File: src/source/sram_loop_pkg.sv
// Shared types for the UART to serial SRAM loopback, referenced by scoped name
package sram_loop_pkg;

	// 23LC1024 array is 128 KiB
	parameter int SRAM_AW = 17;

	// Request kind from sequencer to SPI engine
	typedef enum logic {
		OP_WRITE = 1'b0,
		OP_READ  = 1'b1
	} sram_op_e;

	// SPI instruction bytes, byte mode only
	typedef enum logic [7:0] {
		CMD_WRITE = 8'h02,
		CMD_READ  = 8'h03
	} sram_cmd_e;

	// One SRAM access, 26 bits
	typedef struct packed {
		sram_op_e           op;
		logic [SRAM_AW-1:0] addr;
		logic [7:0]         wdata;
	} sram_req_t;

	// Sequencer FSM
	typedef enum logic [1:0] {
		SEQ_IDLE,
		SEQ_WAIT_WRITE,
		SEQ_WAIT_READ
	} seq_state_e;

	// SPI engine FSM, one phase per frame field
	typedef enum logic [2:0] {
		SPI_IDLE,
		SPI_SHIFT_CMD,
		SPI_SHIFT_ADDR,
		SPI_SHIFT_DATA,
		SPI_FINISH
	} spi_state_e;

endpackage
File: src/source/sram_loop_top.sv
// Top level of the UART to serial SRAM loopback, wires receiver, sequencer and SPI engine
`timescale 1ns/100ps

module sram_loop_top #(
	parameter int CLK_FREQ  = 12_000_000,
	parameter int BAUD_RATE = 115_200,
	parameter int SCK_FREQ  = 1_000_000
) (
	input  logic       sysclk,
	input  logic       rst_n_i,
	input  logic       uart_rx_i,
	input  logic       sram_so_i,
	output logic       sram_cs_n_o,
	output logic       sram_sck_o,
	output logic       sram_si_o,
	output logic [7:0] led_o
);

	// Receiver to sequencer
	logic [7:0]               rx_data;
	logic                     rx_valid;

	// Sequencer to SPI engine and back
	logic                     req_valid;
	sram_loop_pkg::sram_req_t req;
	logic                     done;
	logic [7:0]               rdata;

	uart_rx #(
		.CLK_FREQ  (CLK_FREQ),
		.BAUD_RATE (BAUD_RATE)
	) u_uart_rx (
		.sysclk     (sysclk),
		.rst_n_i    (rst_n_i),
		.rx_i       (uart_rx_i),
		.rx_data_o  (rx_data),
		.rx_valid_o (rx_valid)
	);

	loop_seq u_loop_seq (
		.sysclk      (sysclk),
		.rst_n_i     (rst_n_i),
		.rx_valid_i  (rx_valid),
		.rx_data_i   (rx_data),
		.done_i      (done),
		.rdata_i     (rdata),
		.req_valid_o (req_valid),
		.req_o       (req),
		.led_o       (led_o)
	);

	// SRAM side, byte mode over plain SPI
	sram_spi_ctrl #(
		.CLK_FREQ (CLK_FREQ),
		.SCK_FREQ (SCK_FREQ)
	) u_sram_spi_ctrl (
		.sysclk      (sysclk),
		.rst_n_i     (rst_n_i),
		.req_valid_i (req_valid),
		.req_i       (req),
		.done_o      (done),
		.rdata_o     (rdata),
		.sram_cs_n_o (sram_cs_n_o),
		.sram_sck_o  (sram_sck_o),
		.sram_si_o   (sram_si_o),
		.sram_so_i   (sram_so_i)
	);

endmodule

File: src/source/loop_seq.sv
// Sequencer turning each received byte into an SRAM write and read-back, drives the LEDs
`timescale 1ns/100ps

module loop_seq (
	input  logic                    sysclk,
	input  logic                    rst_n_i,
	input  logic                    rx_valid_i,
	input  logic [7:0]              rx_data_i,
	input  logic                    done_i,
	input  logic [7:0]              rdata_i,
	output logic                    req_valid_o,
	output sram_loop_pkg::sram_req_t req_o,
	output logic [7:0]              led_o
);

	sram_loop_pkg::seq_state_e          state_q;
	logic [sram_loop_pkg::SRAM_AW-1:0] addr_q;
	logic [7:0]                         byte_q;
	logic [7:0]                         led_q;
	logic                               req_valid_q;

	always_ff @(posedge sysclk or negedge rst_n_i) begin
		if (!rst_n_i) begin
			state_q     <= sram_loop_pkg::SEQ_IDLE;
			addr_q      <= '0;
			led_q       <= '0;
			req_valid_q <= 1'b0;
		end else begin
			req_valid_q <= 1'b0;
			case (state_q)
				sram_loop_pkg::SEQ_IDLE: begin
					// Bytes arriving while busy are dropped
					if (rx_valid_i) begin
						req_valid_q <= 1'b1;
						state_q     <= sram_loop_pkg::SEQ_WAIT_WRITE;
					end
				end
				sram_loop_pkg::SEQ_WAIT_WRITE: begin
					// Read back the same cell
					if (done_i) begin
						req_valid_q <= 1'b1;
						state_q     <= sram_loop_pkg::SEQ_WAIT_READ;
					end
				end
				sram_loop_pkg::SEQ_WAIT_READ: begin
					// Show read byte, next cell, wraps at 128 KiB
					if (done_i) begin
						led_q   <= rdata_i;
						addr_q  <= addr_q + 1'b1;
						state_q <= sram_loop_pkg::SEQ_IDLE;
					end
				end
				default: state_q <= sram_loop_pkg::SEQ_IDLE;
			endcase
		end
	end

	// Byte register, payload only
	always_ff @(posedge sysclk) begin
		if (state_q == sram_loop_pkg::SEQ_IDLE && rx_valid_i)
			byte_q <= rx_data_i;
	end

	// Op follows the wait state entered with the strobe
	assign req_o.op    = (state_q == sram_loop_pkg::SEQ_WAIT_READ) ? sram_loop_pkg::OP_READ :
		sram_loop_pkg::OP_WRITE;
	assign req_o.addr  = addr_q;
	assign req_o.wdata = byte_q;
	assign req_valid_o = req_valid_q;
	assign led_o       = led_q;

	// Completion only for an outstanding request
	a_done_busy: assert property (@(posedge sysclk) disable iff (!rst_n_i)
		done_i |-> state_q != sram_loop_pkg::SEQ_IDLE)
		else $error("loop_seq: done_i while idle");

endmodule

File: src/source/sram_spi_ctrl.sv
// SPI mode 0 byte read and write engine for a 23LC1024 serial SRAM, one request per strobe
`timescale 1ns/100ps

module sram_spi_ctrl #(
	parameter int CLK_FREQ = 12_000_000,
	parameter int SCK_FREQ = 1_000_000
) (
	input  logic                    sysclk,
	input  logic                    rst_n_i,
	input  logic                    req_valid_i,
	input  sram_loop_pkg::sram_req_t req_i,
	output logic                    done_o,
	output logic [7:0]              rdata_o,
	output logic                    sram_cs_n_o,
	output logic                    sram_sck_o,
	output logic                    sram_si_o,
	input  logic                    sram_so_i
);

	// SCK half period in sysclk cycles, ratio must be even
	localparam int DIV  = CLK_FREQ / SCK_FREQ;
	localparam int HALF = DIV / 2;
	localparam int HW   = (HALF > 1) ? $clog2(HALF) : 1;

	// Last bit index of each frame field
	localparam logic [5:0] CMD_LAST  = 6'd7;
	localparam logic [5:0] ADDR_LAST = 6'd31;
	localparam logic [5:0] DATA_LAST = 6'd39;

	sram_loop_pkg::spi_state_e state_q;
	sram_loop_pkg::sram_cmd_e  cmd;
	logic [HW-1:0]             hcnt_q;
	logic                      tick;
	logic                      shifting;
	logic                      cs_n_q;
	logic                      sck_q;
	logic                      done_q;
	logic [5:0]                bit_q;
	logic [39:0]               tx_q;
	logic [7:0]                rx_q;

	// Instruction from request kind
	assign cmd = (req_i.op == sram_loop_pkg::OP_READ) ? sram_loop_pkg::CMD_READ :
		sram_loop_pkg::CMD_WRITE;

	assign shifting = (state_q == sram_loop_pkg::SPI_SHIFT_CMD) ||
		(state_q == sram_loop_pkg::SPI_SHIFT_ADDR) ||
		(state_q == sram_loop_pkg::SPI_SHIFT_DATA);

	// Half period timer, parked at zero while idle
	assign tick = (hcnt_q == HW'(HALF - 1));

	always_ff @(posedge sysclk or negedge rst_n_i) begin
		if (!rst_n_i)
			hcnt_q <= '0;
		else if (state_q == sram_loop_pkg::SPI_IDLE || tick)
			hcnt_q <= '0;
		else
			hcnt_q <= hcnt_q + 1'b1;
	end

	always_ff @(posedge sysclk or negedge rst_n_i) begin
		if (!rst_n_i) begin
			state_q <= sram_loop_pkg::SPI_IDLE;
			cs_n_q  <= 1'b1;
			sck_q   <= 1'b0;
			bit_q   <= '0;
			done_q  <= 1'b0;
		end else begin
			done_q <= 1'b0;
			case (state_q)
				sram_loop_pkg::SPI_IDLE: begin
					// Select the chip the cycle after the request
					if (req_valid_i) begin
						cs_n_q  <= 1'b0;
						sck_q   <= 1'b0;
						bit_q   <= '0;
						state_q <= sram_loop_pkg::SPI_SHIFT_CMD;
					end
				end
				sram_loop_pkg::SPI_SHIFT_CMD,
				sram_loop_pkg::SPI_SHIFT_ADDR,
				sram_loop_pkg::SPI_SHIFT_DATA: begin
					if (tick) begin
						sck_q <= ~sck_q;
						// Falling edge ends one bit
						if (sck_q) begin
							bit_q <= bit_q + 6'd1;
							case (bit_q)
								CMD_LAST:  state_q <= sram_loop_pkg::SPI_SHIFT_ADDR;
								ADDR_LAST: state_q <= sram_loop_pkg::SPI_SHIFT_DATA;
								DATA_LAST: state_q <= sram_loop_pkg::SPI_FINISH;
								default:   state_q <= state_q;
							endcase
						end
					end
				end
				sram_loop_pkg::SPI_FINISH: begin
					// Half period of hold, then deselect and report
					if (tick) begin
						cs_n_q  <= 1'b1;
						done_q  <= 1'b1;
						state_q <= sram_loop_pkg::SPI_IDLE;
					end
				end
				default: state_q <= sram_loop_pkg::SPI_IDLE;
			endcase
		end
	end

	// Frame is cmd, 24-bit address, data byte, MSB first
	always_ff @(posedge sysclk) begin
		if (state_q == sram_loop_pkg::SPI_IDLE && req_valid_i)
			tx_q <= {cmd, {(24 - sram_loop_pkg::SRAM_AW){1'b0}}, req_i.addr, req_i.wdata};
		else if (shifting && tick && sck_q)
			tx_q <= {tx_q[38:0], 1'b0};
	end

	// SO captured on rising edges of the data byte; ignored for writes
	always_ff @(posedge sysclk) begin
		if (state_q == sram_loop_pkg::SPI_SHIFT_DATA && tick && !sck_q)
			rx_q <= {rx_q[6:0], sram_so_i};
	end

	assign sram_cs_n_o = cs_n_q;
	assign sram_sck_o  = sck_q;
	// SI held low while deselected
	assign sram_si_o   = tx_q[39] & ~cs_n_q;
	assign done_o      = done_q;
	assign rdata_o     = rx_q;

	// Sequencer may only request while the engine is free
	a_req_idle: assert property (@(posedge sysclk) disable iff (!rst_n_i)
		req_valid_i |-> state_q == sram_loop_pkg::SPI_IDLE)
		else $error("sram_spi_ctrl: request while busy");

	// Mode 0, no clock while deselected
	a_sck_cs: assert property (@(posedge sysclk) disable iff (!rst_n_i)
		sram_cs_n_o |-> !sram_sck_o)
		else $error("sram_spi_ctrl: SCK high with CS_n high");

endmodule

File: src/source/uart_rx.sv
// UART 8N1 receiver sampling each bit at its middle, one strobe per frame with a good stop bit
`timescale 1ns/100ps

module uart_rx #(
	parameter int CLK_FREQ  = 12_000_000,
	parameter int BAUD_RATE = 115_200
) (
	input  logic       sysclk,
	input  logic       rst_n_i,
	input  logic       rx_i,
	output logic [7:0] rx_data_o,
	output logic       rx_valid_o
);

	// Cycles per bit, and from start edge to bit middle
	localparam int BIT_CYC  = CLK_FREQ / BAUD_RATE;
	localparam int HALF_CYC = BIT_CYC / 2;
	localparam int CW       = $clog2(BIT_CYC + 1);

	// Local receive phases
	typedef enum logic [1:0] {
		RX_IDLE,
		RX_START,
		RX_DATA,
		RX_STOP
	} rx_state_e;

	rx_state_e     state_q;
	logic [1:0]    sync_q;
	logic          rx_dly_q;
	logic          rx_s;
	logic          start_fall;
	logic [CW-1:0] cnt_q;
	logic [2:0]    bit_q;
	logic [7:0]    shift_q;
	logic          valid_q;

	// Two-flop synchronizer, line idles high
	always_ff @(posedge sysclk or negedge rst_n_i) begin
		if (!rst_n_i) begin
			sync_q   <= 2'b11;
			rx_dly_q <= 1'b1;
		end else begin
			sync_q   <= {sync_q[0], rx_i};
			rx_dly_q <= sync_q[1];
		end
	end

	assign rx_s       = sync_q[1];
	assign start_fall = rx_dly_q & ~rx_s;

	always_ff @(posedge sysclk or negedge rst_n_i) begin
		if (!rst_n_i) begin
			state_q <= RX_IDLE;
			cnt_q   <= '0;
			bit_q   <= '0;
			valid_q <= 1'b0;
		end else begin
			valid_q <= 1'b0;
			case (state_q)
				RX_IDLE: begin
					// Wait half a bit to land in the start bit middle
					if (start_fall) begin
						cnt_q   <= CW'(HALF_CYC - 1);
						state_q <= RX_START;
					end
				end
				RX_START: begin
					if (cnt_q == '0) begin
						// Glitch shorter than half a bit is dropped
						if (!rx_s) begin
							cnt_q   <= CW'(BIT_CYC - 1);
							bit_q   <= '0;
							state_q <= RX_DATA;
						end else begin
							state_q <= RX_IDLE;
						end
					end else begin
						cnt_q <= cnt_q - 1'b1;
					end
				end
				RX_DATA: begin
					if (cnt_q == '0) begin
						cnt_q <= CW'(BIT_CYC - 1);
						bit_q <= bit_q + 3'd1;
						if (bit_q == 3'd7)
							state_q <= RX_STOP;
					end else begin
						cnt_q <= cnt_q - 1'b1;
					end
				end
				RX_STOP: begin
					// Framing error discards the byte silently
					if (cnt_q == '0) begin
						valid_q <= rx_s;
						state_q <= RX_IDLE;
					end else begin
						cnt_q <= cnt_q - 1'b1;
					end
				end
				default: state_q <= RX_IDLE;
			endcase
		end
	end

	// LSB arrives first, shifts down from the top
	always_ff @(posedge sysclk) begin
		if (state_q == RX_DATA && cnt_q == '0)
			shift_q <= {rx_s, shift_q[7:1]};
	end

	assign rx_data_o  = shift_q;
	assign rx_valid_o = valid_q;

	// Strobe must be a single cycle for the sequencer
	a_valid_pulse: assert property (@(posedge sysclk) disable iff (!rst_n_i)
		rx_valid_o |=> !rx_valid_o)
		else $error("uart_rx: rx_valid_o held for more than one cycle");

endmodule

File: config.mk
export PLATFORM = sky130hd
export DESIGN_NAME = sram_loop_top
export DESIGN_NICKNAME = d
export VERILOG_FILES = /design/src/source/sram_loop_pkg.sv /design/src/source/sram_loop_top.sv /design/src/source/loop_seq.sv /design/src/source/sram_spi_ctrl.sv /design/src/source/uart_rx.sv
export SDC_FILE = /design/constraint.sdc
export NUM_CORES = 1
export LEC_CHECK = 0
export BUFFER_PORTS_ARGS = -buffer_cell sky130_fd_sc_hd__buf_2
export CORE_MARGIN = 2
export CORE_UTILIZATION = 66
export DETAILED_ROUTE_END_ITERATION = 8
export GPL_ROUTABILITY_DRIVEN = 0
export PLACE_DENSITY = 0.93
export SLEW_MARGIN = 20
export SYNTH_ARGS = -nofsm -noshare
export SYNTH_HDL_FRONTEND = slang
export SYNTH_SLANG_ARGS = --single-unit
File: constraint.sdc
create_clock -name sysclk -period 3.9 [get_ports sysclk]
set_clock_uncertainty 0.2 [all_clocks]
set_input_delay 0.39 -clock sysclk [delete_from_list [all_inputs] [get_ports sysclk]]
set_output_delay 0.39 -clock sysclk [all_outputs]
set_load 0.05 [all_outputs]
**Yosys cells after proc, flatten, opt, wreduce, memory -nomap -nowiden**

Index checks and enable logic that the tools add are counted.

- Bits in registers: 123
- Latch bits: 0
- Bits in writable memories: 0
- ROM bits: 0
- Input port bits: 4
- Output and inout port bits: 11
- Logic and storage cells: 138
- Memories: 0

- $add $sub $neg: 5
- Multipliers: 0
- Divide/modulo/power cells: 0
- Magnitude comparators: 0
- Equal/unequal tests: 30
- Shift-type cells: 0
- Multiplexer cells: 48
- Bitwise operators: 5
- Reduce and logical (&&, ||, !) cells: 29

Operators with widths:

| kind | number |
|---|---|
| $mux W40 | 2 |
| $mux W7 | 5 |
| $pmux W7 S4 | 1 |
| $mux W3 | 8 |
| $ne A2 B1 Y1 const B | 10 |
| $mux W2 | 9 |
| $mux W6 | 3 |
| $pmux W3 S3 | 2 |
| $add A17 B1 Y17 const B | 1 |
| $pmux W6 S2 | 1 |
| $reduce_and A3 Y1 | 4 |
| $mux W1 | 11 |
| $reduce_and A5 Y1 | 2 |
| $eq A3 B3 Y1 const B | 3 |
| $ne A2 B2 Y1 const B | 4 |
| $pmux W2 S4 | 1 |
| $reduce_and A4 Y1 | 2 |
| $reduce_bool A2 Y1 | 4 |
| $logic_and A1 B1 Y1 | 7 |
| $logic_not A7 Y1 | 1 |
| $sub A7 B1 Y7 const B | 1 |
| $add A3 B1 Y3 const B | 2 |
| $add A6 B1 Y6 const B | 1 |
| $eq A2 B2 Y1 const B | 3 |
| other kinds (19) | 29 |

**Depth between registers and ports, before layout**

- Word-level depth: 7
- Gate-level depth with buffers: 7
- Depth with buffers taken out: 6

**By module**

Synthesis repeated with hierarchy kept, for this count alone.

- Cell total of the unflattened synthesis: 431
- Area, all modules: 5283.8 sq um

By module, submodules not included:

| module | instances | cells each | area each (sq um) |
|---|---|---|---|
| sram_spi_ctrl | 1 | 195 | 2565.0 |
| loop_seq | 1 | 119 | 1421.4 |
| uart_rx | 1 | 117 | 1297.5 |

**Worst setup path after synthesis**

OpenSTA, ideal clock, no wires.

- Path type: reg2reg
- From: register u_sram_spi_ctrl.sck_q (netlist: u_sram_spi_ctrl.sram_sck_o)
- To: register u_sram_spi_ctrl.tx_q[0] (enable)
- Arrival: 1825 ps
- Setup slack: 1487 ps
- Cell stages (with the launch flop): 5
- Path buffers: 0
- Path through: dfrtp_1 o21ai_2 nor2_4 nor2_4 inv_1

- Word-level cells in the longest chain between the ends: 2

Ends and longest elaborated chain:

| what | line | RTL |
|---|---|---|
| start: declaration | sram_spi_ctrl.sv:36 | `logic sck_q;` |
| start signal: assignment | sram_spi_ctrl.sv:85 | `sck_q <= ~sck_q;` |
| $logic_and A1 B1 Y1 | sram_spi_ctrl.sv:115 | `else if (shifting && tick && sck_q)` |
| $reduce_bool A2 Y1 (no source line) | - |  |
| end signal: assignment | sram_spi_ctrl.sv:114 | `tx_q <= {cmd, {(24 - sram_loop_pkg::SRAM_AW){1'b0}}, req_i.addr, req_i.wdata};` |
| end signal: assignment | sram_spi_ctrl.sv:116 | `tx_q <= {tx_q[38:0], 1'b0};` |
| end: declaration | sram_spi_ctrl.sv:39 | `logic [39:0] tx_q;` |

No other way between the ends.
A chain may end at the register's enable or synchronous reset.

**Final worst setup path**

- From: register u_sram_spi_ctrl.hcnt_q[1]
- To: register u_sram_spi_ctrl.tx_q[10] (enable)

- Word-level cells in the longest chain between the ends: 4

Ends and longest elaborated chain:

| what | line | RTL |
|---|---|---|
| start: declaration | sram_spi_ctrl.sv:32 | `logic [HW-1:0] hcnt_q;` |
| start signal: assignment | sram_spi_ctrl.sv:59 | `hcnt_q <= hcnt_q + 1'b1;` |
| $eq A3 B3 Y1 | sram_spi_ctrl.sv:51 | `assign tick = (hcnt_q == HW'(HALF - 1));` |
| $logic_and A1 B1 Y1 (2 in a row) | sram_spi_ctrl.sv:115 |  |
| $reduce_bool A2 Y1 (no source line) | - |  |

No other way between the ends.

==> metrics.yaml <==
run_status:
  status: "complete, no violations"
place:
  post-dp-hpwl_um: 6340
  dp_slack_ns: 1.46
  dpl_cell_area_um2: 5430
  port_buffers: 14
synthesis:
  yosysWarnings: 0
  syn_inst: 420
  synthFlopType: "edfxtp_1"
  yosys-top-cells-area: "edfxtp_1, dfrtp_1, a22o_1, xnor2_1, nand2_1"
  ys_ff_latch: 123
  synth_cell_types: 63
  synthTopCellsByCount: "edfxtp_1, dfrtp_1, nand2_1, a22o_1, xnor2_1"
  synth_area_um2: 5300
  yosysSeqAreaShare: 0.629
  yosys.area.top_type: "edfxtp_1"
  synth_top_area_frac: 0.323
  synth.most_common_cell: "edfxtp_1"
  syn-mean-instance-area_um2: 12.6
  ys_async_sr_fraction: 0.480
  syn_nets: 436
  synth_edf_count: 57
timing:
  max_clock_freq_mhz: 409
  final.setup.worst_slack_ns: 1.45
  grt_setup_unrepaired: "no"
  maxSlewHeadroom: 0.408
  layout_min_cycle_time_ns: 2.45
  finalSetupViolCount: 0
  tns_ns: 0
  final_hold_viol_count: 0
  period_share: 0.628
  slew_viol_final: 0
  tightestPinTransition_ns: 0.888
cts:
  numClockSinks: 123
  numCtsBuffers: 17
  clk_latency_ns: 0.52
  cts_tree: "yes"
  htree_num_levels: 4
  clk_path_buf_depth: 2
  cts_root_buffer: "clkbuf_8"
  path_clk_slew_ns: 0.06
setup_path:
  end_kind: "flip-flop"
  arrival_ns: 2.42
  path_class: "flip-flop to flip-flop"
  slowest_delay_ns: 0.38
  crit_buf_inv: 4
  slowest_stage: "dfrtp_1"
  cp_data_required_time_ns: 3.87
  cp-start-kind: "flip-flop"
  path_cells: "inv_1 > ha_1 > nand3b_4 > nor2_4 > buf_4 > nor2_4 > inv_1 > buf_4"
  cp_max_fo: 42
  crit_family: "buffers and inverters"
power_and_ir_drop:
  p_sw_mw: 1.05
  power_density_nw_per_um2: 615
  p_seq_frac: 0.408
  p_comb_frac: 0.171
  p_leak_nw: 2.60
  intPower_mw: 2.68
  p_clk_frac: 0.421
  switching_share: 0.281
  irDropWorstVdd_uv: 483
floorplanning:
  fp.dieW_um: 93.6
  io_pins: 15
  num_rows: 32
  die_y_um: 93.6
  core_um2: 7770
  initial_utilization: 0.683
  die-area_um2: 8770
routing:
  vias_per_cell: 6.46
  wire_per_inst_um: 20.1
  drc: 0
  ant_nets: 0
  drtPass1Iterations: 6
  drt_iter0_markers: 404
  finalWirelength_um: 11200
  vias: 3606
hold_path:
  hold_class: "flip-flop to flip-flop"
global_route:
  grt_max_degree: 43
  grt_pass1_wl_um: 18000
  overflow: 0
  antenna_found_initial: 0
  grt_usage: 0.277
  grt_pass1_vias: 3649
finish:
  fin_area_um2: 6050
  fin_nets: 459
  drive_gt1_frac: 0.149
  antenna_cells: 0
  area_growth_pct: 14.2
run:
  cap_violations: 0
-- per-stage QoR --
step | instances | hold WS (ns) | power (mW) | util
final | 558 | 0.164 | 3.73 | 0.779
after CTS | 558 | 0.164 | 3.72 | 0.779
after detailed placement | 523 | 0.148 | 2.15 | 0.699
after global routing | 558 | 0.162 | 3.86 | 0.779
after floorplan | 420 | -0.106 | 2.01 | -
after global placement | 523 | 0.147 | 2.10 | 0.699
-- cell usage in the layout (no fill, tap or decap), types with 5 or more instances in the layout --
cell | Yosys | layout
dfxtp_1 | 7 | 7
a21oi_1 | 8 | 8
nand4_1 | 6 | 6
nand2_1 | 43 | 43
nand3b_1 | 6 | 6
and3_1 | 10 | 10
nor2_1 | 18 | 18
inv_1 | 18 | 18
ha_1 | 12 | 12
buf_2 | 10 | 14
and2_1 | 10 | 10
nand2b_1 | 6 | 6
clkinvlp_4 | 0 | 5
dfrtp_1 | 55 | 55
nand3_1 | 12 | 12
nor3_1 | 10 | 10
a22o_1 | 31 | 31
clkbuf_16 | 0 | 16
edfxtp_1 | 57 | 57
xnor2_1 | 19 | 19
o21ai_0 | 10 | 10
-- worst paths after layout --
| kind | start | endpoint | slack, ns | cells past startpoint |
|---|---|---|---|---|
| min in group asynchronous | rst_n_i | u_sram_spi_ctrl.sram_sck_o$_DFFE_PN0P_ | 0.34 | 2 |
| worst max register to register | u_sram_spi_ctrl.hcnt_q[1]$_DFF_PN0_ | u_sram_spi_ctrl.tx_q[10]$_DFFE_PP_ | 1.45 | 8 |
| worst min register to register | u_uart_rx.sync_q[0]$_DFF_PN1_ | u_uart_rx.sync_q[1]$_DFF_PN1_ | 0.16 | 0 |
| worst max-delay path | u_sram_spi_ctrl.hcnt_q[1]$_DFF_PN0_ | u_sram_spi_ctrl.tx_q[10]$_DFFE_PP_ | 1.45 | 8 |
| max in group asynchronous | rst_n_i | u_uart_rx.sync_q[1]$_DFF_PN1_ | 2.26 | 3 |
| worst min-delay path | u_uart_rx.sync_q[0]$_DFF_PN1_ | u_uart_rx.sync_q[1]$_DFF_PN1_ | 0.16 | 0 |
-- power by group through the flow --
| stage | sequential, mW | combinational, mW | clock (mW) |
|---|---|---|---|
| after floorplan | 1.51 | 0.497 | 0 |
| after global placement | 1.53 | 0.572 | 0 |
| after detailed placement | 1.54 | 0.609 | 0 |
| after CTS | 1.52 | 0.626 | 1.58 |
| after global routing | 1.53 | 0.705 | 1.63 |
| final | 1.52 | 0.636 | 1.57 |
-- what timing repair did --
item / 4_1_cts / 5_1_grt
setup buffers: 0 / 0
hold buffers: 3 / 0
gates resized for setup: 0 / 0
endpoints found under the hold margin: 38 / 0
-- state kept, by name, summed over array words and instances, names as in the netlist, 3 cells and up, named ones only --
| register | count |
|---|---|
| u_sram_spi_ctrl.hcnt_q | 3 |
| u_sram_spi_ctrl.state_q | 3 |
| u_sram_spi_ctrl.rdata_o | 8 |
| u_uart_rx.bit_q | 3 |
| u_loop_seq.led_o | 8 |
| u_sram_spi_ctrl.bit_q | 6 |
| u_loop_seq.byte_q | 8 |
| u_uart_rx.rx_data_o | 8 |
| u_uart_rx.cnt_q | 7 |
| u_sram_spi_ctrl.tx_q | 40 |
| u_loop_seq.addr_q | 17 |
-- layout make-up --
type,instances,area (um2)
well taps,102,128
flip-flops and latches,123,3330
clock inverters,12,146
repair buffers,21,130
multi-input cells,262,1800
inverters,18,67.6
fillers,424,1710
clock buffers,20,445
-- cell families (layout without fill, tap and decap cells) --
family,after synthesis,count (layout),share of synthesized area
buf+inv,35,71,0.0309
mux,3,3,0.00614
flops,123,123,0.629
simple gates,138,138,0.142
fa+ha+maj,12,12,0.0283
xor+xnor,20,20,0.0330
compound gates,89,89,0.131
-- routing by layer --
layer	vias up	share of wire	global-route usage
met4	0	0.019	0.120
li1	1585	-	-
met5	-	0	0
met3	29	0.050	0.0725
met1	1822	0.40	0.325
met2	170	0.53	0.483
-- worst reg2reg max path, delay by kind of cell (launching register included) --
family / cells / cell delay (ns)
adder cells (fa/ha/maj): 1 / 0.26
buffers and inverters: 4 / 0.88
flip-flops: 1 / 0.38
AND/OR/NAND/NOR: 3 / 0.38
Power figures use the tool's default switching activity.
